### config.mk
export PLATFORM = sky130hd
export DESIGN_NAME = qpu_exu_top
export DESIGN_NICKNAME = d
export VERILOG_FILES = /design/src/qpu_exu_pkg.sv /design/src/qpu_exu_issue_if.sv /design/src/qpu_exu_wbck_if.sv /design/src/qpu_exu_disp.sv /design/src/qpu_exu_timepoint.sv /design/src/qpu_exu_meas_track.sv /design/src/qpu_exu_alu.sv /design/src/qpu_exu_wbck.sv /design/src/qpu_exu_top.sv
export SDC_FILE = /design/constraint.sdc
export NUM_CORES = 1
export LEC_CHECK = 0
export BUFFER_PORTS_ARGS = -buffer_cell sky130_fd_sc_hd__buf_4
export CORE_ASPECT_RATIO = 1.25
export CORE_MARGIN = 2
export CORE_UTILIZATION = 55
export CTS_BUF_LIST = sky130_fd_sc_hd__clkbuf_4 sky130_fd_sc_hd__clkbuf_8
export DETAILED_ROUTE_END_ITERATION = 10
export GPL_ROUTABILITY_DRIVEN = 0
export GPL_TIMING_DRIVEN = 0
export PLACE_DENSITY = 0.91
export SETUP_SLACK_MARGIN = 0.5
export SKIP_LAST_GASP = 1
export SYNTH_ARGS = -nofsm -noshare
export SYNTH_HDL_FRONTEND = slang
export SYNTH_SLANG_ARGS = --single-unit
export TNS_END_PERCENT = 1
### constraint.sdc
create_clock -name clk -period 5.7 [get_ports clk]
set_input_delay 0.855 -clock clk [delete_from_list [all_inputs] [get_ports clk]]
set_output_delay 0.855 -clock clk [all_outputs]
set_load 0.02 [all_outputs]
### src/qpu_exu_pkg.sv
package qpu_exu_pkg;

  //////////////////////////////////////////////////
  // widths
  //////////////////////////////////////////////////

  // classical datapath
  localparam int XLEN      = 32;
  localparam int RIDX_W    = 5;

  // qubit addressing
  localparam int QUBIT_NUM = 8;
  localparam int QIDX_W    = 3;

  // timing and event fields
  localparam int TIME_W    = 16;
  localparam int EVOP_W    = 8;

  // queue flow control, max 15 credits
  localparam int CREDIT_W  = 4;

  //////////////////////////////////////////////////
  // vector types
  //////////////////////////////////////////////////

  typedef logic [XLEN-1:0]      xlen_t;
  typedef logic [RIDX_W-1:0]    ridx_t;
  typedef logic [QUBIT_NUM-1:0] qmask_t;
  typedef logic [QIDX_W-1:0]    qidx_t;
  typedef logic [TIME_W-1:0]    time_t;
  typedef logic [EVOP_W-1:0]    evop_t;
  typedef logic [CREDIT_W-1:0]  credit_t;

  //////////////////////////////////////////////////
  // enums
  //////////////////////////////////////////////////

  // decoded opcode as delivered by the instruction source
  typedef enum logic [2:0] {
    OP_ADD,
    OP_ADDI,
    OP_XOR,
    OP_FMR,
    OP_QWAIT,
    OP_QOP,
    OP_MEASURE
  } op_t;

  // dispatch buffer state
  typedef enum logic [1:0] {
    ST_EMPTY,
    ST_FULL,
    ST_STALL_MEAS,
    ST_STALL_CREDIT
  } disp_state_t;

endpackage

### src/qpu_exu_issue_if.sv
interface qpu_exu_issue_if
  import qpu_exu_pkg::*;
();

  // one-cycle strobe, instruction leaves dispatch
  logic   issue;

  // held instruction fields
  op_t    op;
  ridx_t  rd;
  xlen_t  rs1;
  xlen_t  rs2;
  xlen_t  imm;
  qmask_t qubits;

  modport disp (
    output issue, op, rd, rs1, rs2, imm, qubits
  );

  modport alu (
    input  issue, op, rd, rs1, rs2, imm, qubits
  );

  // interval only
  modport timepoint (
    input  issue, op, imm
  );

  modport track (
    input  issue, op, imm, qubits
  );

endinterface

### src/qpu_exu_wbck_if.sv
interface qpu_exu_wbck_if
  import qpu_exu_pkg::*;
();

  // classical write request
  logic   crf_wen;
  ridx_t  crf_rdidx;
  xlen_t  crf_data;

  // queue push requests
  logic   tiq_push;
  logic   evq_push;
  evop_t  evq_op;
  qmask_t evq_qubits;

  modport alu (
    output crf_wen, crf_rdidx, crf_data, tiq_push, evq_push, evq_op, evq_qubits
  );

  modport wbck (
    input  crf_wen, crf_rdidx, crf_data, tiq_push, evq_push, evq_op, evq_qubits
  );

endinterface

### src/qpu_exu_disp.sv
module qpu_exu_disp
  import qpu_exu_pkg::*;
(
  input  logic          clk,
  input  logic          i_rst_n,
  input  logic          i_valid,
  input  op_t           i_op,
  input  ridx_t         i_rd,
  input  xlen_t         i_rs1,
  input  xlen_t         i_rs2,
  input  xlen_t         i_imm,
  input  qmask_t        i_qubits,
  input  logic          i_fmr_block,
  input  logic          i_tiq_ok,
  input  logic          i_evq_ok,
  output logic          o_ready,
  qpu_exu_issue_if.disp issue_bus
);

  disp_state_t state_q;
  disp_state_t state_d;

  op_t    op_q;
  ridx_t  rd_q;
  xlen_t  rs1_q;
  xlen_t  rs2_q;
  xlen_t  imm_q;
  qmask_t qubits_q;

  logic need_meas;
  logic need_credit;
  logic credit_ok;
  logic issue;
  logic accept;

  //////////////////////////////////////////////////
  // resource check for the held op
  //////////////////////////////////////////////////

  assign need_meas   = (op_q == OP_FMR);
  assign need_credit = (op_q == OP_QWAIT) || (op_q == OP_QOP) || (op_q == OP_MEASURE);
  // qwait goes to the timing queue, the rest to the event queue
  assign credit_ok   = (op_q == OP_QWAIT) ? i_tiq_ok : i_evq_ok;

  always_comb
  begin
    case (state_q)
      ST_FULL:         issue = !(need_meas && i_fmr_block) && !(need_credit && !credit_ok);
      ST_STALL_MEAS:   issue = !i_fmr_block;
      ST_STALL_CREDIT: issue = credit_ok;
      default:         issue = 1'b0;
    endcase
  end

  // buffer frees up in the same cycle it issues
  assign o_ready = (state_q == ST_EMPTY) || issue;
  assign accept  = i_valid && o_ready;

  always_comb
  begin
    state_d = state_q;
    if (accept)
      state_d = ST_FULL;
    else if (issue)
      state_d = ST_EMPTY;
    else if (state_q == ST_FULL)
      state_d = need_meas ? ST_STALL_MEAS : ST_STALL_CREDIT;
  end

  always_ff @(posedge clk or negedge i_rst_n)
  begin
    if (!i_rst_n)
      state_q <= ST_EMPTY;
    else
      state_q <= state_d;
  end

  // instruction buffer
  always_ff @(posedge clk)
  begin
    if (accept)
    begin
      op_q     <= i_op;
      rd_q     <= i_rd;
      rs1_q    <= i_rs1;
      rs2_q    <= i_rs2;
      imm_q    <= i_imm;
      qubits_q <= i_qubits;
    end
  end

  assign issue_bus.issue  = issue;
  assign issue_bus.op     = op_q;
  assign issue_bus.rd     = rd_q;
  assign issue_bus.rs1    = rs1_q;
  assign issue_bus.rs2    = rs2_q;
  assign issue_bus.imm    = imm_q;
  assign issue_bus.qubits = qubits_q;

endmodule

### src/qpu_exu_timepoint.sv
module qpu_exu_timepoint
  import qpu_exu_pkg::*;
(
  input  logic               clk,
  input  logic               i_rst_n,
  qpu_exu_issue_if.timepoint issue_bus,
  output time_t              o_now
);

  time_t now_q;
  time_t interval;
  logic  qwait_issue;

  // interval is the low part of the immediate
  assign interval    = issue_bus.imm[TIME_W-1:0];
  assign qwait_issue = issue_bus.issue && (issue_bus.op == OP_QWAIT);

  //////////////////////////////////////////////////
  // absolute time, wraps at 2^TIME_W
  //////////////////////////////////////////////////

  always_ff @(posedge clk or negedge i_rst_n)
  begin
    if (!i_rst_n)
    begin
      now_q <= '0;
    end
    else if (qwait_issue)
    begin
      // a zero wait leaves the time unchanged
      now_q <= now_q + interval;
    end
  end

  assign o_now = now_q;

endmodule

### src/qpu_exu_meas_track.sv
module qpu_exu_meas_track
  import qpu_exu_pkg::*;
(
  input  logic           clk,
  input  logic           i_rst_n,
  input  logic           i_meas_valid,
  input  qidx_t          i_meas_qubit,
  input  logic           i_meas_result,
  qpu_exu_issue_if.track issue_bus,
  output logic           o_fmr_block,
  output logic           o_meas_bit
);

  qmask_t pending_q;
  qmask_t result_q;
  qmask_t set_mask;
  qmask_t clr_mask;
  qidx_t  fmr_qidx;

  //////////////////////////////////////////////////
  // pending mask update
  //////////////////////////////////////////////////

  assign set_mask = (issue_bus.issue && (issue_bus.op == OP_MEASURE)) ? issue_bus.qubits : '0;
  assign clr_mask = i_meas_valid ? (qmask_t'(1) << i_meas_qubit) : '0;

  always_ff @(posedge clk or negedge i_rst_n)
  begin
    if (!i_rst_n)
    begin
      pending_q <= '0;
    end
    else
    begin
      // set after clear, a new measure wins
      pending_q <= (pending_q & ~clr_mask) | set_mask;
    end
  end

  // last returned result per qubit
  always_ff @(posedge clk or negedge i_rst_n)
  begin
    if (!i_rst_n)
      result_q <= '0;
    else if (i_meas_valid)
      result_q[i_meas_qubit] <= i_meas_result;
  end

  //////////////////////////////////////////////////
  // fmr lookup for the held instruction
  //////////////////////////////////////////////////

  assign fmr_qidx    = issue_bus.imm[QIDX_W-1:0];
  assign o_fmr_block = (issue_bus.op == OP_FMR) && pending_q[fmr_qidx];
  assign o_meas_bit  = result_q[fmr_qidx];

endmodule

### src/qpu_exu_alu.sv
module qpu_exu_alu
  import qpu_exu_pkg::*;
(
  qpu_exu_issue_if.alu issue_bus,
  input  logic         i_meas_bit,
  qpu_exu_wbck_if.alu  wb_bus
);

  xlen_t result;
  logic  is_classical;
  logic  is_event;

  //////////////////////////////////////////////////
  // classical result
  //////////////////////////////////////////////////

  always_comb
  begin
    result       = '0;
    is_classical = 1'b1;
    case (issue_bus.op)
      OP_ADD:
        result = issue_bus.rs1 + issue_bus.rs2;
      OP_ADDI:
        result = issue_bus.rs1 + issue_bus.imm;
      OP_XOR:
        result = issue_bus.rs1 ^ issue_bus.rs2;
      OP_FMR:
        // measurement bit, zero extended
        result = xlen_t'(i_meas_bit);
      default:
        is_classical = 1'b0;
    endcase
  end

  assign is_event = (issue_bus.op == OP_QOP) || (issue_bus.op == OP_MEASURE);

  //////////////////////////////////////////////////
  // requests to write-back
  //////////////////////////////////////////////////

  assign wb_bus.crf_wen    = issue_bus.issue && is_classical;
  assign wb_bus.crf_rdidx  = issue_bus.rd;
  assign wb_bus.crf_data   = result;

  // qwait only pushes, the new time comes from the counter
  assign wb_bus.tiq_push   = issue_bus.issue && (issue_bus.op == OP_QWAIT);

  assign wb_bus.evq_push   = issue_bus.issue && is_event;
  assign wb_bus.evq_op     = issue_bus.imm[EVOP_W-1:0];
  assign wb_bus.evq_qubits = issue_bus.qubits;

endmodule

### src/qpu_exu_wbck.sv
module qpu_exu_wbck
  import qpu_exu_pkg::*;
#(
  parameter int TIQ_CREDITS = 4,
  parameter int EVQ_CREDITS = 4
)
(
  input  logic          clk,
  input  logic          i_rst_n,
  input  time_t         i_now,
  input  logic          i_tiq_credit,
  input  logic          i_evq_credit,
  qpu_exu_wbck_if.wbck  wb_bus,
  output logic          o_tiq_ok,
  output logic          o_evq_ok,
  output logic          o_crf_wen,
  output ridx_t         o_crf_rdidx,
  output xlen_t         o_crf_data,
  output logic          o_tiq_valid,
  output time_t         o_tiq_time,
  output logic          o_evq_valid,
  output time_t         o_evq_time,
  output evop_t         o_evq_op,
  output qmask_t        o_evq_qubits
);

  localparam credit_t TIQ_MAX = credit_t'(TIQ_CREDITS);
  localparam credit_t EVQ_MAX = credit_t'(EVQ_CREDITS);

  credit_t tiq_cnt_q;
  credit_t evq_cnt_q;

  // push and return may land on the same edge, then the count holds
  function automatic credit_t credit_next(credit_t cnt, logic push, logic ret, credit_t depth);
    credit_t nxt;
    nxt = cnt;
    if (push && !ret)
      nxt = cnt - 1'b1;
    else if (ret && !push && (cnt != depth))
      nxt = cnt + 1'b1;
    return nxt;
  endfunction

  //////////////////////////////////////////////////
  // credit counters
  //////////////////////////////////////////////////

  always_ff @(posedge clk or negedge i_rst_n)
  begin
    if (!i_rst_n)
    begin
      tiq_cnt_q <= TIQ_MAX;
      evq_cnt_q <= EVQ_MAX;
    end
    else
    begin
      tiq_cnt_q <= credit_next(tiq_cnt_q, wb_bus.tiq_push, i_tiq_credit, TIQ_MAX);
      evq_cnt_q <= credit_next(evq_cnt_q, wb_bus.evq_push, i_evq_credit, EVQ_MAX);
    end
  end

  assign o_tiq_ok = (tiq_cnt_q != '0);
  assign o_evq_ok = (evq_cnt_q != '0);

  //////////////////////////////////////////////////
  // output strobes
  //////////////////////////////////////////////////

  always_ff @(posedge clk or negedge i_rst_n)
  begin
    if (!i_rst_n)
    begin
      o_crf_wen   <= 1'b0;
      o_tiq_valid <= 1'b0;
      o_evq_valid <= 1'b0;
    end
    else
    begin
      o_crf_wen   <= wb_bus.crf_wen;
      o_tiq_valid <= wb_bus.tiq_push;
      o_evq_valid <= wb_bus.evq_push;
    end
  end

  // payloads
  always_ff @(posedge clk)
  begin
    if (wb_bus.crf_wen)
    begin
      o_crf_rdidx <= wb_bus.crf_rdidx;
      o_crf_data  <= wb_bus.crf_data;
    end
    if (wb_bus.evq_push)
    begin
      // time before any later qwait
      o_evq_time   <= i_now;
      o_evq_op     <= wb_bus.evq_op;
      o_evq_qubits <= wb_bus.evq_qubits;
    end
  end

  // counter has already stepped by the time the pulse shows
  assign o_tiq_time = i_now;

endmodule

### src/qpu_exu_top.sv
module qpu_exu_top
  import qpu_exu_pkg::*;
#(
  parameter int TIQ_CREDITS = 4,
  parameter int EVQ_CREDITS = 4
)
(
  input  logic   clk,
  input  logic   i_rst_n,

  // instruction source
  input  logic   i_valid,
  output logic   o_ready,
  input  op_t    i_op,
  input  ridx_t  i_rd,
  input  xlen_t  i_rs1,
  input  xlen_t  i_rs2,
  input  xlen_t  i_imm,
  input  qmask_t i_qubits,

  // measurement return
  input  logic   i_meas_valid,
  input  qidx_t  i_meas_qubit,
  input  logic   i_meas_result,

  // classical register write
  output logic   o_crf_wen,
  output ridx_t  o_crf_rdidx,
  output xlen_t  o_crf_data,

  // timing queue
  output logic   o_tiq_valid,
  output time_t  o_tiq_time,
  input  logic   i_tiq_credit,

  // event queue
  output logic   o_evq_valid,
  output time_t  o_evq_time,
  output evop_t  o_evq_op,
  output qmask_t o_evq_qubits,
  input  logic   i_evq_credit
);

  time_t now;
  logic  meas_bit;
  logic  fmr_block;
  logic  tiq_ok;
  logic  evq_ok;

  qpu_exu_issue_if issue_bus ();
  qpu_exu_wbck_if  wb_bus ();

  //////////////////////////////////////////////////
  // dispatch and issue side
  //////////////////////////////////////////////////

  qpu_exu_disp u_disp (
    .clk          (clk),
    .i_rst_n      (i_rst_n),
    .i_valid      (i_valid),
    .i_op         (i_op),
    .i_rd         (i_rd),
    .i_rs1        (i_rs1),
    .i_rs2        (i_rs2),
    .i_imm        (i_imm),
    .i_qubits     (i_qubits),
    .i_fmr_block  (fmr_block),
    .i_tiq_ok     (tiq_ok),
    .i_evq_ok     (evq_ok),
    .o_ready      (o_ready),
    .issue_bus    (issue_bus.disp)
  );

  qpu_exu_timepoint u_timepoint (
    .clk          (clk),
    .i_rst_n      (i_rst_n),
    .issue_bus    (issue_bus.timepoint),
    .o_now        (now)
  );

  qpu_exu_meas_track u_meas_track (
    .clk           (clk),
    .i_rst_n       (i_rst_n),
    .i_meas_valid  (i_meas_valid),
    .i_meas_qubit  (i_meas_qubit),
    .i_meas_result (i_meas_result),
    .issue_bus     (issue_bus.track),
    .o_fmr_block   (fmr_block),
    .o_meas_bit    (meas_bit)
  );

  qpu_exu_alu u_alu (
    .issue_bus    (issue_bus.alu),
    .i_meas_bit   (meas_bit),
    .wb_bus       (wb_bus.alu)
  );

  //////////////////////////////////////////////////
  // write-back and credits
  //////////////////////////////////////////////////

  qpu_exu_wbck #(
    .TIQ_CREDITS  (TIQ_CREDITS),
    .EVQ_CREDITS  (EVQ_CREDITS)
  ) u_wbck (
    .clk          (clk),
    .i_rst_n      (i_rst_n),
    .i_now        (now),
    .i_tiq_credit (i_tiq_credit),
    .i_evq_credit (i_evq_credit),
    .wb_bus       (wb_bus.wbck),
    .o_tiq_ok     (tiq_ok),
    .o_evq_ok     (evq_ok),
    .o_crf_wen    (o_crf_wen),
    .o_crf_rdidx  (o_crf_rdidx),
    .o_crf_data   (o_crf_data),
    .o_tiq_valid  (o_tiq_valid),
    .o_tiq_time   (o_tiq_time),
    .o_evq_valid  (o_evq_valid),
    .o_evq_time   (o_evq_time),
    .o_evq_op     (o_evq_op),
    .o_evq_qubits (o_evq_qubits)
  );

endmodule

# Yosys cells after proc, flatten, opt, wreduce, memory -nomap -nowiden
# Index checks and enable logic that the tools add are counted.
# word_totals
in_bits	122
register_bits	226
wordCells	103
output_inout_bits	89
# op_classes
addsub	7
shifts	1
eq_ne	11
n_mux	21
magnitude_cmp	3
bitwise	4
n_reduce_logical	36
# ops
cell	n
32-bit one-hot mux with 4 select lines	1
32-bit adder	2
32-bit XOR	1
16-bit adder	1
1-bit logical AND	16
4-bit 2-to-1 mux	4
8-bit 2-to-1 mux	2
3-bit equality test (second input constant)	3
4-bit by 1-bit adder with 4-bit output (second input constant)	2
8-bit AND	1
8-bit bitwise mux	1
1-bit zero test	8
3-bit by 4-bit less-than comparator with 1-bit output (second input constant)	2
4-bit by 3-bit != test with 1-bit output (second input constant)	2
8-bit NOT	1
8-bit OR	1
4-bit nonzero test	2
1-bit by 3-bit << shifter with 8-bit output (first input constant)	1
4-bit by 1-bit subtractor with 4-bit output (second input constant)	2
1-bit binary-select mux with 3-bit select	2
3-bit by 2-bit equality test with 1-bit output (second input constant)	2
1-bit 2-to-1 mux	6
2-bit 2-to-1 mux	3
2-bit equality test (second input constant)	2
other kinds (11)	15

# Depth between registers and ports, before layout
# Gate-level depths: netlist (run 1).
# depth
ltp_word	13
mapped_depth	17
depth_no_buf	14

# Cells and area by module
# Synthesis (run 1) repeated with hierarchy kept, for this count alone.
# unflattened
hier_cells	909
hier_area_um2	11568.6
# by_module_without_submodules
module	cells_per_inst	area_each_um2	n_inst	seq_area_each_um2
qpu_exu_disp	138	3573.4	1	3413.3
qpu_exu_alu	397	2910.3	1	0.0
qpu_exu_wbck	154	2876.5	1	2349.8
qpu_exu_timepoint	166	1437.6	1	400.4
qpu_exu_meas_track	54	770.7	1	400.4

# Worst setup path before layout (run 1)
# Ideal clock, no wire load.
# synth_timing
path_type	register -> register
start	register u_disp.imm_q[0] (netlist: u_disp.issue_bus.imm[0])
end	register u_disp.imm_q[0] (netlist: u_disp.issue_bus.imm[0]), enable pin
synth_period_minus_slack_ns	4.944
path_buffers	0
path_slack_ns	0.756
path_stages_with_launch	7
setup_ns	0.484
t_arrival_ns	4.460
t_required_ns	5.216
cell_sequence	edfxtp_1 -> mux4_1 -> mux2i_1 -> a2111oi_1 -> or2_2 -> o21ai_0 -> and2_1
# synth_between
elab_chain_cells	9
word_cells_on_any_way	10
cone_classes	mux: 3; reduce/logical: 7
# synth_lines
item	line_no	rtl
from (decl)	qpu_exu_disp.sv:27	xlen_t imm_q;
from (signal assigned)	qpu_exu_disp.sv:87	imm_q <= i_imm;
1-bit binary-select mux with 3-bit select *	qpu_exu_meas_track.sv:54	assign o_fmr_block = (issue_bus.op == OP_FMR) && pending_q[fmr_qidx];
1-bit 2-to-1 mux (implied by the code) *	qpu_exu_meas_track.sv:54	
1-bit logical AND *	qpu_exu_meas_track.sv:54	
1-bit logical AND	qpu_exu_disp.sv:48	ST_FULL: issue = !(need_meas && i_fmr_block) && !(need_credit && !credit_ok);
1-bit zero test	qpu_exu_disp.sv:48	
1-bit logical AND	qpu_exu_disp.sv:48	
1-bit one-hot mux with 3 select lines *	qpu_exu_disp.sv:47	case (state_q)
1-bit logical OR *	qpu_exu_disp.sv:56	assign o_ready = (state_q == ST_EMPTY) || issue;
net o_ready	qpu_exu_top.sv:13	output logic o_ready,
1-bit logical AND *	qpu_exu_disp.sv:57	assign accept = i_valid && o_ready;
net u_disp.accept	qpu_exu_disp.sv:34	logic accept;
# Mark *: on every way through the listed nets, which the timed path passes. The rest lies on a longest branch. The select of a mux whose other input is x is not followed.
# A chain may end at the register's enable or synchronous reset.

# Worst setup path in the final report (run 1)
# layout_timing
start	register u_disp.op_q[1] (netlist: u_disp.issue_bus.op[1])
end	register u_wbck.o_crf_data[30], data pin
# layout_between
elab_chain_cells	2
word_cells_on_any_way	5
cone_classes	eq/ne: 3; mux: 1; reduce/logical: 1
# layout_lines
item	line_no	rtl
from (decl)	qpu_exu_disp.sv:23	op_t op_q;
from (signal assigned)	qpu_exu_disp.sv:83	op_q <= i_op;
3-bit by 2-bit equality test with 1-bit output (tied with other cells)	qpu_exu_alu.sv:21	case (issue_bus.op)
32-bit one-hot mux with 4 select lines *	qpu_exu_alu.sv:21	
to (signal assigned)	qpu_exu_wbck.sv:91	o_crf_data <= wb_bus.crf_data;
to (decl)	qpu_exu_wbck.sv:18	output xlen_t o_crf_data,
# Every way passes the cells marked *; elsewhere a longest branch is shown, timed or not.

==> flow_summary.yaml, run 1 <==
sta:
  rsz0062_at_grt: "false"
  fin_tns_setup_ns: 0
  worst_slew_pin_slew_ns: 1.323
  whs_ns: 0.3499
  maxSlewHeadroom_pct: 11.68
  hold_viol: 0
  finalCritPeriodShare_pct: 86.04
  max_freq_ghz: 0.2039
  finClkSkew_ns: 0.02328
  fin_crit_ns: 4.904
  slew_violations: 0
  setup_violations: 0
finish:
  drive_gt1_share_pct: 31.40
  diodes: 0
  fin_nets: 1239
  syn2layout_area_growth_pct: 25.71
  final_cells: 1354
synthesis:
  synth_top_area_share_pct: 50.43
  ys_seq_area_share_pct: 60.90
  syn_area_sq_um: 10780
  syn-instance-count: 809
  async_reset_ff_share_pct: 19.91
  synth_most_common_cell: "edfxtp_1"
  synthFlopType: "edfxtp_1"
  synth_cell_types: 68
  synth_edf_count: 181
  synth_area_leaders: "edfxtp_1 50%, dfrtp_1 10%, ha_1 6.0%"
  synth_top_area_cell: "edfxtp_1"
  synth_common_cells: "181 x edfxtp_1, 59 x nor2_1, 52 x ha_1, 50 x a21oi_1, 48 x xnor2_1"
  synth.avg_cell_area_sq_um: 13.32
  syn_nets: 986
  synth_seq_cells: 226
  yosysWarningCount: 0
cts:
  cts_buffers: 38
  clk_pin_slew_ns: 0.06
  htreeDepth: 2
  clock-sinks: 226
  root_buffer: "clkbuf_8"
  clock_latency_ns: 0.52
  cts_tree: "built"
  clk_path_buf_depth: 3
placed_design:
  dp_hpwl_um: 17940
  port_buffers: 210
  post-place-cells: 1286
setup_path:
  crit_required_ns: 5.95
  r2r_slack_ns: 0.80
  worstSetupEndpointType: "flip-flop"
  crit_start: "u_disp.issue_bus.op[1]"
  start_kind: "flip-flop"
  reg2reg_depth: 17
  reg2reg_from: "u_disp.issue_bus.op[1]"
  path_class: "flip-flop to flip-flop"
  worst-path-max-fanout: 10
  r2r_end: "u_wbck.o_crf_data[30]"
  crit_arrival_ns: 5.16
  critPathCapture: "u_wbck.o_crf_data[30]"
grt:
  grt_max_degree: 72
  grt.total_usage_pct: 24.45
  grt_pass1_wl_um: 39530
  antenna_found_initial: 0
  grt_pass1_vias: 7949
  grt_overflow: 0
power:
  vdd_drop_max_mv: 0.2356
  power_density_nw_per_um2: 375.7
  p_leak_nw: 5.606
min_path:
  hp-class: "input pin to async pin"
drt:
  vias: 7671
  via_per_inst: 5.665
  drc: 0
  ant_nets: 0
  finalWirelength_um: 25160
  drtPass1Iterations: 4
  wl_per_cell_um: 18.58
  drt_iter0_drc: 495
floorplan:
  start_util_pct: 55.76
  core_sq_um: 19330
  rows: 57
  io-pin-count: 211
  dieArea_sq_um: 20740
  die_w_um: 129.2
  dieHeight_um: 160.5
flow_run:
  cap_viol_max_count: 0
status:
  status: "finished, final reports clean"
-- area by class of cell --
| class | count | area (sq um) |
|---|---|---|
| plain buffers | 20 | 92.59 |
| clock inverters | 16 | 152.6 |
| well taps | 265 | 331.6 |
| repair buffers | 213 | 1632 |
| clock buffers | 51 | 626.9 |
| inverters | 20 | 75.07 |
| fillers | 1271 | 5778 |
| multi-input cells | 543 | 4075 |
| flip-flops and latches | 226 | 6564 |
-- power by group --
part	total [mW]	switching, mW	leakage (nW)	internal [mW]
sequential	2.22	0.174	2.30	2.05
combinational	1.38	0.742	2.89	0.634
clock	1.49	0.637	0.418	0.854
total	5.09	1.55	5.61	3.54
-- cell families after synthesis --
family | synth area share (%)
AOI/OAI and AO/OA | 11.57
xor gates and xnor gates | 6.095
adders and majority gates | 6.594
buffers and inverters | 1.486
DFF | 60.90
muxes | 5.630
and+or+nand+nor | 7.720
-- worst max-delay path: stages (launching register included) --
cell and delay, ns:
edfxtp_1 0.34, buf_2 0.19, nor2_1 0.20, and2_1 0.16, clkbuf_2 0.19, clkbuf_4 0.27
mux2_2 0.36, ha_1 0.24, fa_1 0.45, a211oi_2 0.31, o21ai_0 0.18, a31oi_2 0.27
o32ai_1 0.22, a41o_1 0.31, a311o_1 0.35, a31oi_1 0.25, nor4b_1 0.09, a211o_1 0.25
-- timing repair --
| item | in CTS | in global routing |
|---|---|---|
| hold buffers | 0 | 0 |
| buffers inserted | 0 | 1 |
| pin swaps | 0 | 1 |
| endpoints found under the setup margin | 5 | 7 |
| gates resized for setup | 3 | 7 |
-- through the flow --
| step | power [mW] | setup WS, ns | instance area, sq um | utilization [%] |
|---|---|---|---|---|
| after CTS | 5.116 | 0.5726 | 13530 | 70.02 |
| after floorplan | 3.139 | 0.7561 | 10780 | - |
| final | 5.091 | 0.7957 | 13550 | 70.10 |
| after detailed placement | 3.615 | 0.2514 | 12740 | 65.94 |
| after global placement | 3.546 | -0.4554 | 12690 | 65.64 |
| after global routing | 5.350 | 0.5138 | 13550 | 70.10 |
-- state kept, by name, summed over array words and instances (netlist names), 16 cells and up --
signal	cells
u_disp.issue_bus.rs1	32
u_timepoint.o_now	16
u_wbck.o_evq_time	16
u_wbck.o_crf_data	32
u_disp.issue_bus.rs2	32
u_disp.issue_bus.imm	32
-- worst min-delay path by stage --
stage,cells past startpoint,slack [ns],startpoint,endpoint
finish,1,0.35,i_rst_n,u_meas_track.result_q[7]
global route,1,0.38,i_rst_n,u_timepoint.o_now[7]
CTS,1,0.36,i_rst_n,u_timepoint.o_now[7]
detailed placement,0,0.41,u_disp.issue_bus.rd[0],u_wbck.o_crf_rdidx[0]
global placement,0,0.40,u_disp.issue_bus.rd[0],u_wbck.o_crf_rdidx[0]
floorplan,0,0.40,u_disp.issue_bus.rd[0],u_wbck.o_crf_rdidx[0]
-- cells in the final DEF (no fill, tap or decap), drive strengths merged, types with 10 or more instances in the layout --
cell type | Yosys | final
o21ai | 35 | 35
clkinv | 1 | 13
buf | 3 | 216
xor2 | 27 | 27
xnor2 | 48 | 48
nand3 | 11 | 11
a211oi | 10 | 10
clkbuf | 17 | 68
a21oi | 51 | 51
edfxtp | 181 | 181
dfrtp | 43 | 43
ha | 52 | 52
a21o | 18 | 18
nor3 | 14 | 14
nand2 | 39 | 39
mux2 | 41 | 41
inv | 19 | 20
nor2 | 60 | 60
o22ai | 16 | 16
-- metal layers --
layer	GRT usage [%]	vias to the layer above	share of wire (%)
met5	0	-	0
met3	5.163	68	7.0
met2	42.75	329	52
met1	29.36	3697	37
li1	-	3577	-
met4	9.585	0	3.6
(Power assumes the default switching activity.)
==> inputs of run 2 (changes only) <==
--- a/config.mk
+++ b/config.mk
@@ -13,6 +13,7 @@
 export DETAILED_ROUTE_END_ITERATION = 10
 export GPL_ROUTABILITY_DRIVEN = 0
 export GPL_TIMING_DRIVEN = 0
+export MAX_ROUTING_LAYER = met4
 export PLACE_DENSITY = 0.91
 export SETUP_SLACK_MARGIN = 0.5
 export SKIP_LAST_GASP = 1
==> run 2 against run 1 <==
- critical path depth did not move
- global-route usage up 0.73 points
- register-to-register slack barely moved
- power about the same
- final cell count unchanged
- largest cell class unchanged
- flip-flop and latch count stayed put
- cell area unchanged
- via count is 0.40% higher
- routed wire length is 0.34% higher
- die area is the same
- non-clock buffer count unchanged
==> flow_summary.yaml, run 2 (synthesized netlist as in run 1, its figures left out) <==
status:
  status: "finished, final reports clean"
drt:
  drtPass1Iterations: 5
  finalWirelength_um: 25240
  drt_iter0_drc: 470
  wl_per_cell_um: 18.64
  drc: 0
  ant_nets: 0
  vias: 7702
  via_per_inst: 5.688
power:
  intPower_mw: 3.539
  p_switching_mw: 1.553
  total_power_mw: 5.092
  p_seq_share_pct: 43.7
  combPwrFrac_pct: 27.0
  p_leak_nw: 5.606
  swShare_pct: 30.50
  power_density_nw_per_um2: 375.8
  clock_power_share_pct: 29.3
  vdd_drop_max_mv: 0.2359
cts:
  cts_tree: "built"
  clk_path_buf_depth: 3
  clock-sinks: 226
  htreeDepth: 2
  clk_pin_slew_ns: 0.06
  cts_buffers: 38
  root_buffer: "clkbuf_8"
  clock_latency_ns: 0.53
sta:
  finalCritPeriodShare_pct: 86.06
  maxSlewHeadroom_pct: 11.40
  fin_tns_setup_ns: 0
  worst_slew_pin_slew_ns: 1.327
  setup_violations: 0
  fin_crit_ns: 4.905
  hold_viol: 0
  finClkSkew_ns: 0.02723
  rsz0062_at_grt: "false"
  slew_violations: 0
  whs_ns: 0.3415
  max_freq_ghz: 0.2039
setup_path:
  critPathSlowestCell: "fa_1"
  start_kind: "flip-flop"
  r2r_slack_ns: 0.79
  reg2reg_depth: 17
  path_cells: "buf_2 > nor2_1 > and2_1 > clkbuf_2 > clkbuf_4 > mux2_2 > ha_1 > fa_1 > a211oi_2 > o21ai_0 > a31oi_2 > o32ai_1 > a41o_1 > a311o_1 > a31oi_1 > nor4b_1 > a211o_1"
  crit_arrival_ns: 5.16
  reg2reg_from: "u_disp.issue_bus.op[1]"
  worst-path-max-fanout: 10
  path_class: "flip-flop to flip-flop"
  worstSetupEndpointType: "flip-flop"
  cp_slowest_stage_delay_ns: 0.45
  crit_start: "u_disp.issue_bus.op[1]"
  crit_required_ns: 5.95
  r2r_end: "u_wbck.o_crf_data[30]"
placed_design:
  port_buffers: 210
  dp_hpwl_um: 17940
  post_dp_cell_area_sq_um: 12740
  post-place-cells: 1286
finish:
  syn2layout_area_growth_pct: 25.71
  final_cells: 1354
  fin_area_sq_um: 13550
  regArea_sq_um: 6564
  multi_input_area_sq_um: 4075
  layout_common_cells: "211 x buf_4, 181 x edfxtp_1, 58 x nor2_1"
  drive_gt1_share_pct: 31.40
  final_common_cell: "buf_4"
  fill_cells: 1271
  diodes: 0
  fin_nets: 1239
floorplan:
  rows: 57
  dieArea_sq_um: 20740
  core_sq_um: 19330
  start_util_pct: 55.76
  dieHeight_um: 160.5
  die_w_um: 129.2
  io-pin-count: 211
grt:
  grt_overflow: 0
  grt_pass1_wl_um: 39510
  grt.total_usage_pct: 25.19
  grt_pass1_vias: 7935
  grt_max_degree: 72
  antenna_found_initial: 0
flow_run:
  cap_viol_max_count: 0
min_path:
  hp-class: "input pin to async pin"
run 2: worst max-delay path: cells and delay by family, from the launching register on:
kind	cells	cell delay [ns]
AO/OA/AOI/OAI	8	2.14
buffers and inverters	3	0.65
adder cells (fa/ha/maj)	2	0.69
multiplexers	1	0.36
flip-flops	1	0.34
AND/OR/NAND/NOR	3	0.45
run 2: what timing repair did:
action | CTS | global route
resized for setup | 3 | 7
pin swaps | 0 | 1
setup buffers | 0 | 1
hold buffers | 0 | 0
endpoints found under the setup margin | 5 | 7
endpoints found under the hold margin | 0 | 0
run 2: routing by layer:
metal / part of all wire, % / GRT usage [%]
met1: 38 / 29.59
met2: 52 / 42.49
met3: 6.8 / 4.997
met4: 3.8 / 9.881
met5: 0 / -
run 2: metrics by stage:
| stage | utilization [%] | setup WS, ns |
|---|---|---|
| after CTS | 70.02 | 0.5726 |
| after floorplan | - | 0.7561 |
| after detailed placement | 65.94 | 0.2514 |
| after global placement | 65.64 | -0.4554 |
| final | 70.10 | 0.7945 |
| after global routing | 70.10 | 0.5138 |
run 2: how the worst max path moves through the flow:
| stage | depth (start not counted) | slack [ns] | endpoint |
|---|---|---|---|
| after floorplan | 6 | 0.76 | u_disp.issue_bus.imm[0] |
| after global placement | 6 | -0.46 | u_disp.issue_bus.imm[14] |
| after detailed placement | 17 | 0.25 | u_wbck.o_crf_data[30] |
| after CTS | 17 | 0.57 | u_wbck.o_crf_data[30] |
| after global routing | 17 | 0.51 | u_wbck.o_crf_data[30] |
| final | 17 | 0.79 | u_wbck.o_crf_data[30] |
run 2: final cells by class:
cell class                 instances  share of cell area, %
sequential                       226                  48.44
multi-input combinational        543                  30.08
timing repair buffer             213                  12.04
clock buffer                      51                  4.626
tap                              265                  2.447
clock inverter                    16                  1.127
buffer                            20                 0.6834
inverter                          20                 0.5541
run 2: power groups by stage:
| stage | clock [mW] | combinational (mW) | sequential (mW) |
|---|---|---|---|
| after floorplan | 0 | 0.806 | 2.33 |
| after global placement | 0 | 1.29 | 2.25 |
| after detailed placement | 0 | 1.36 | 2.25 |
| after CTS | 1.52 | 1.37 | 2.23 |
| after global routing | 1.59 | 1.51 | 2.25 |
| final | 1.49 | 1.38 | 2.22 |
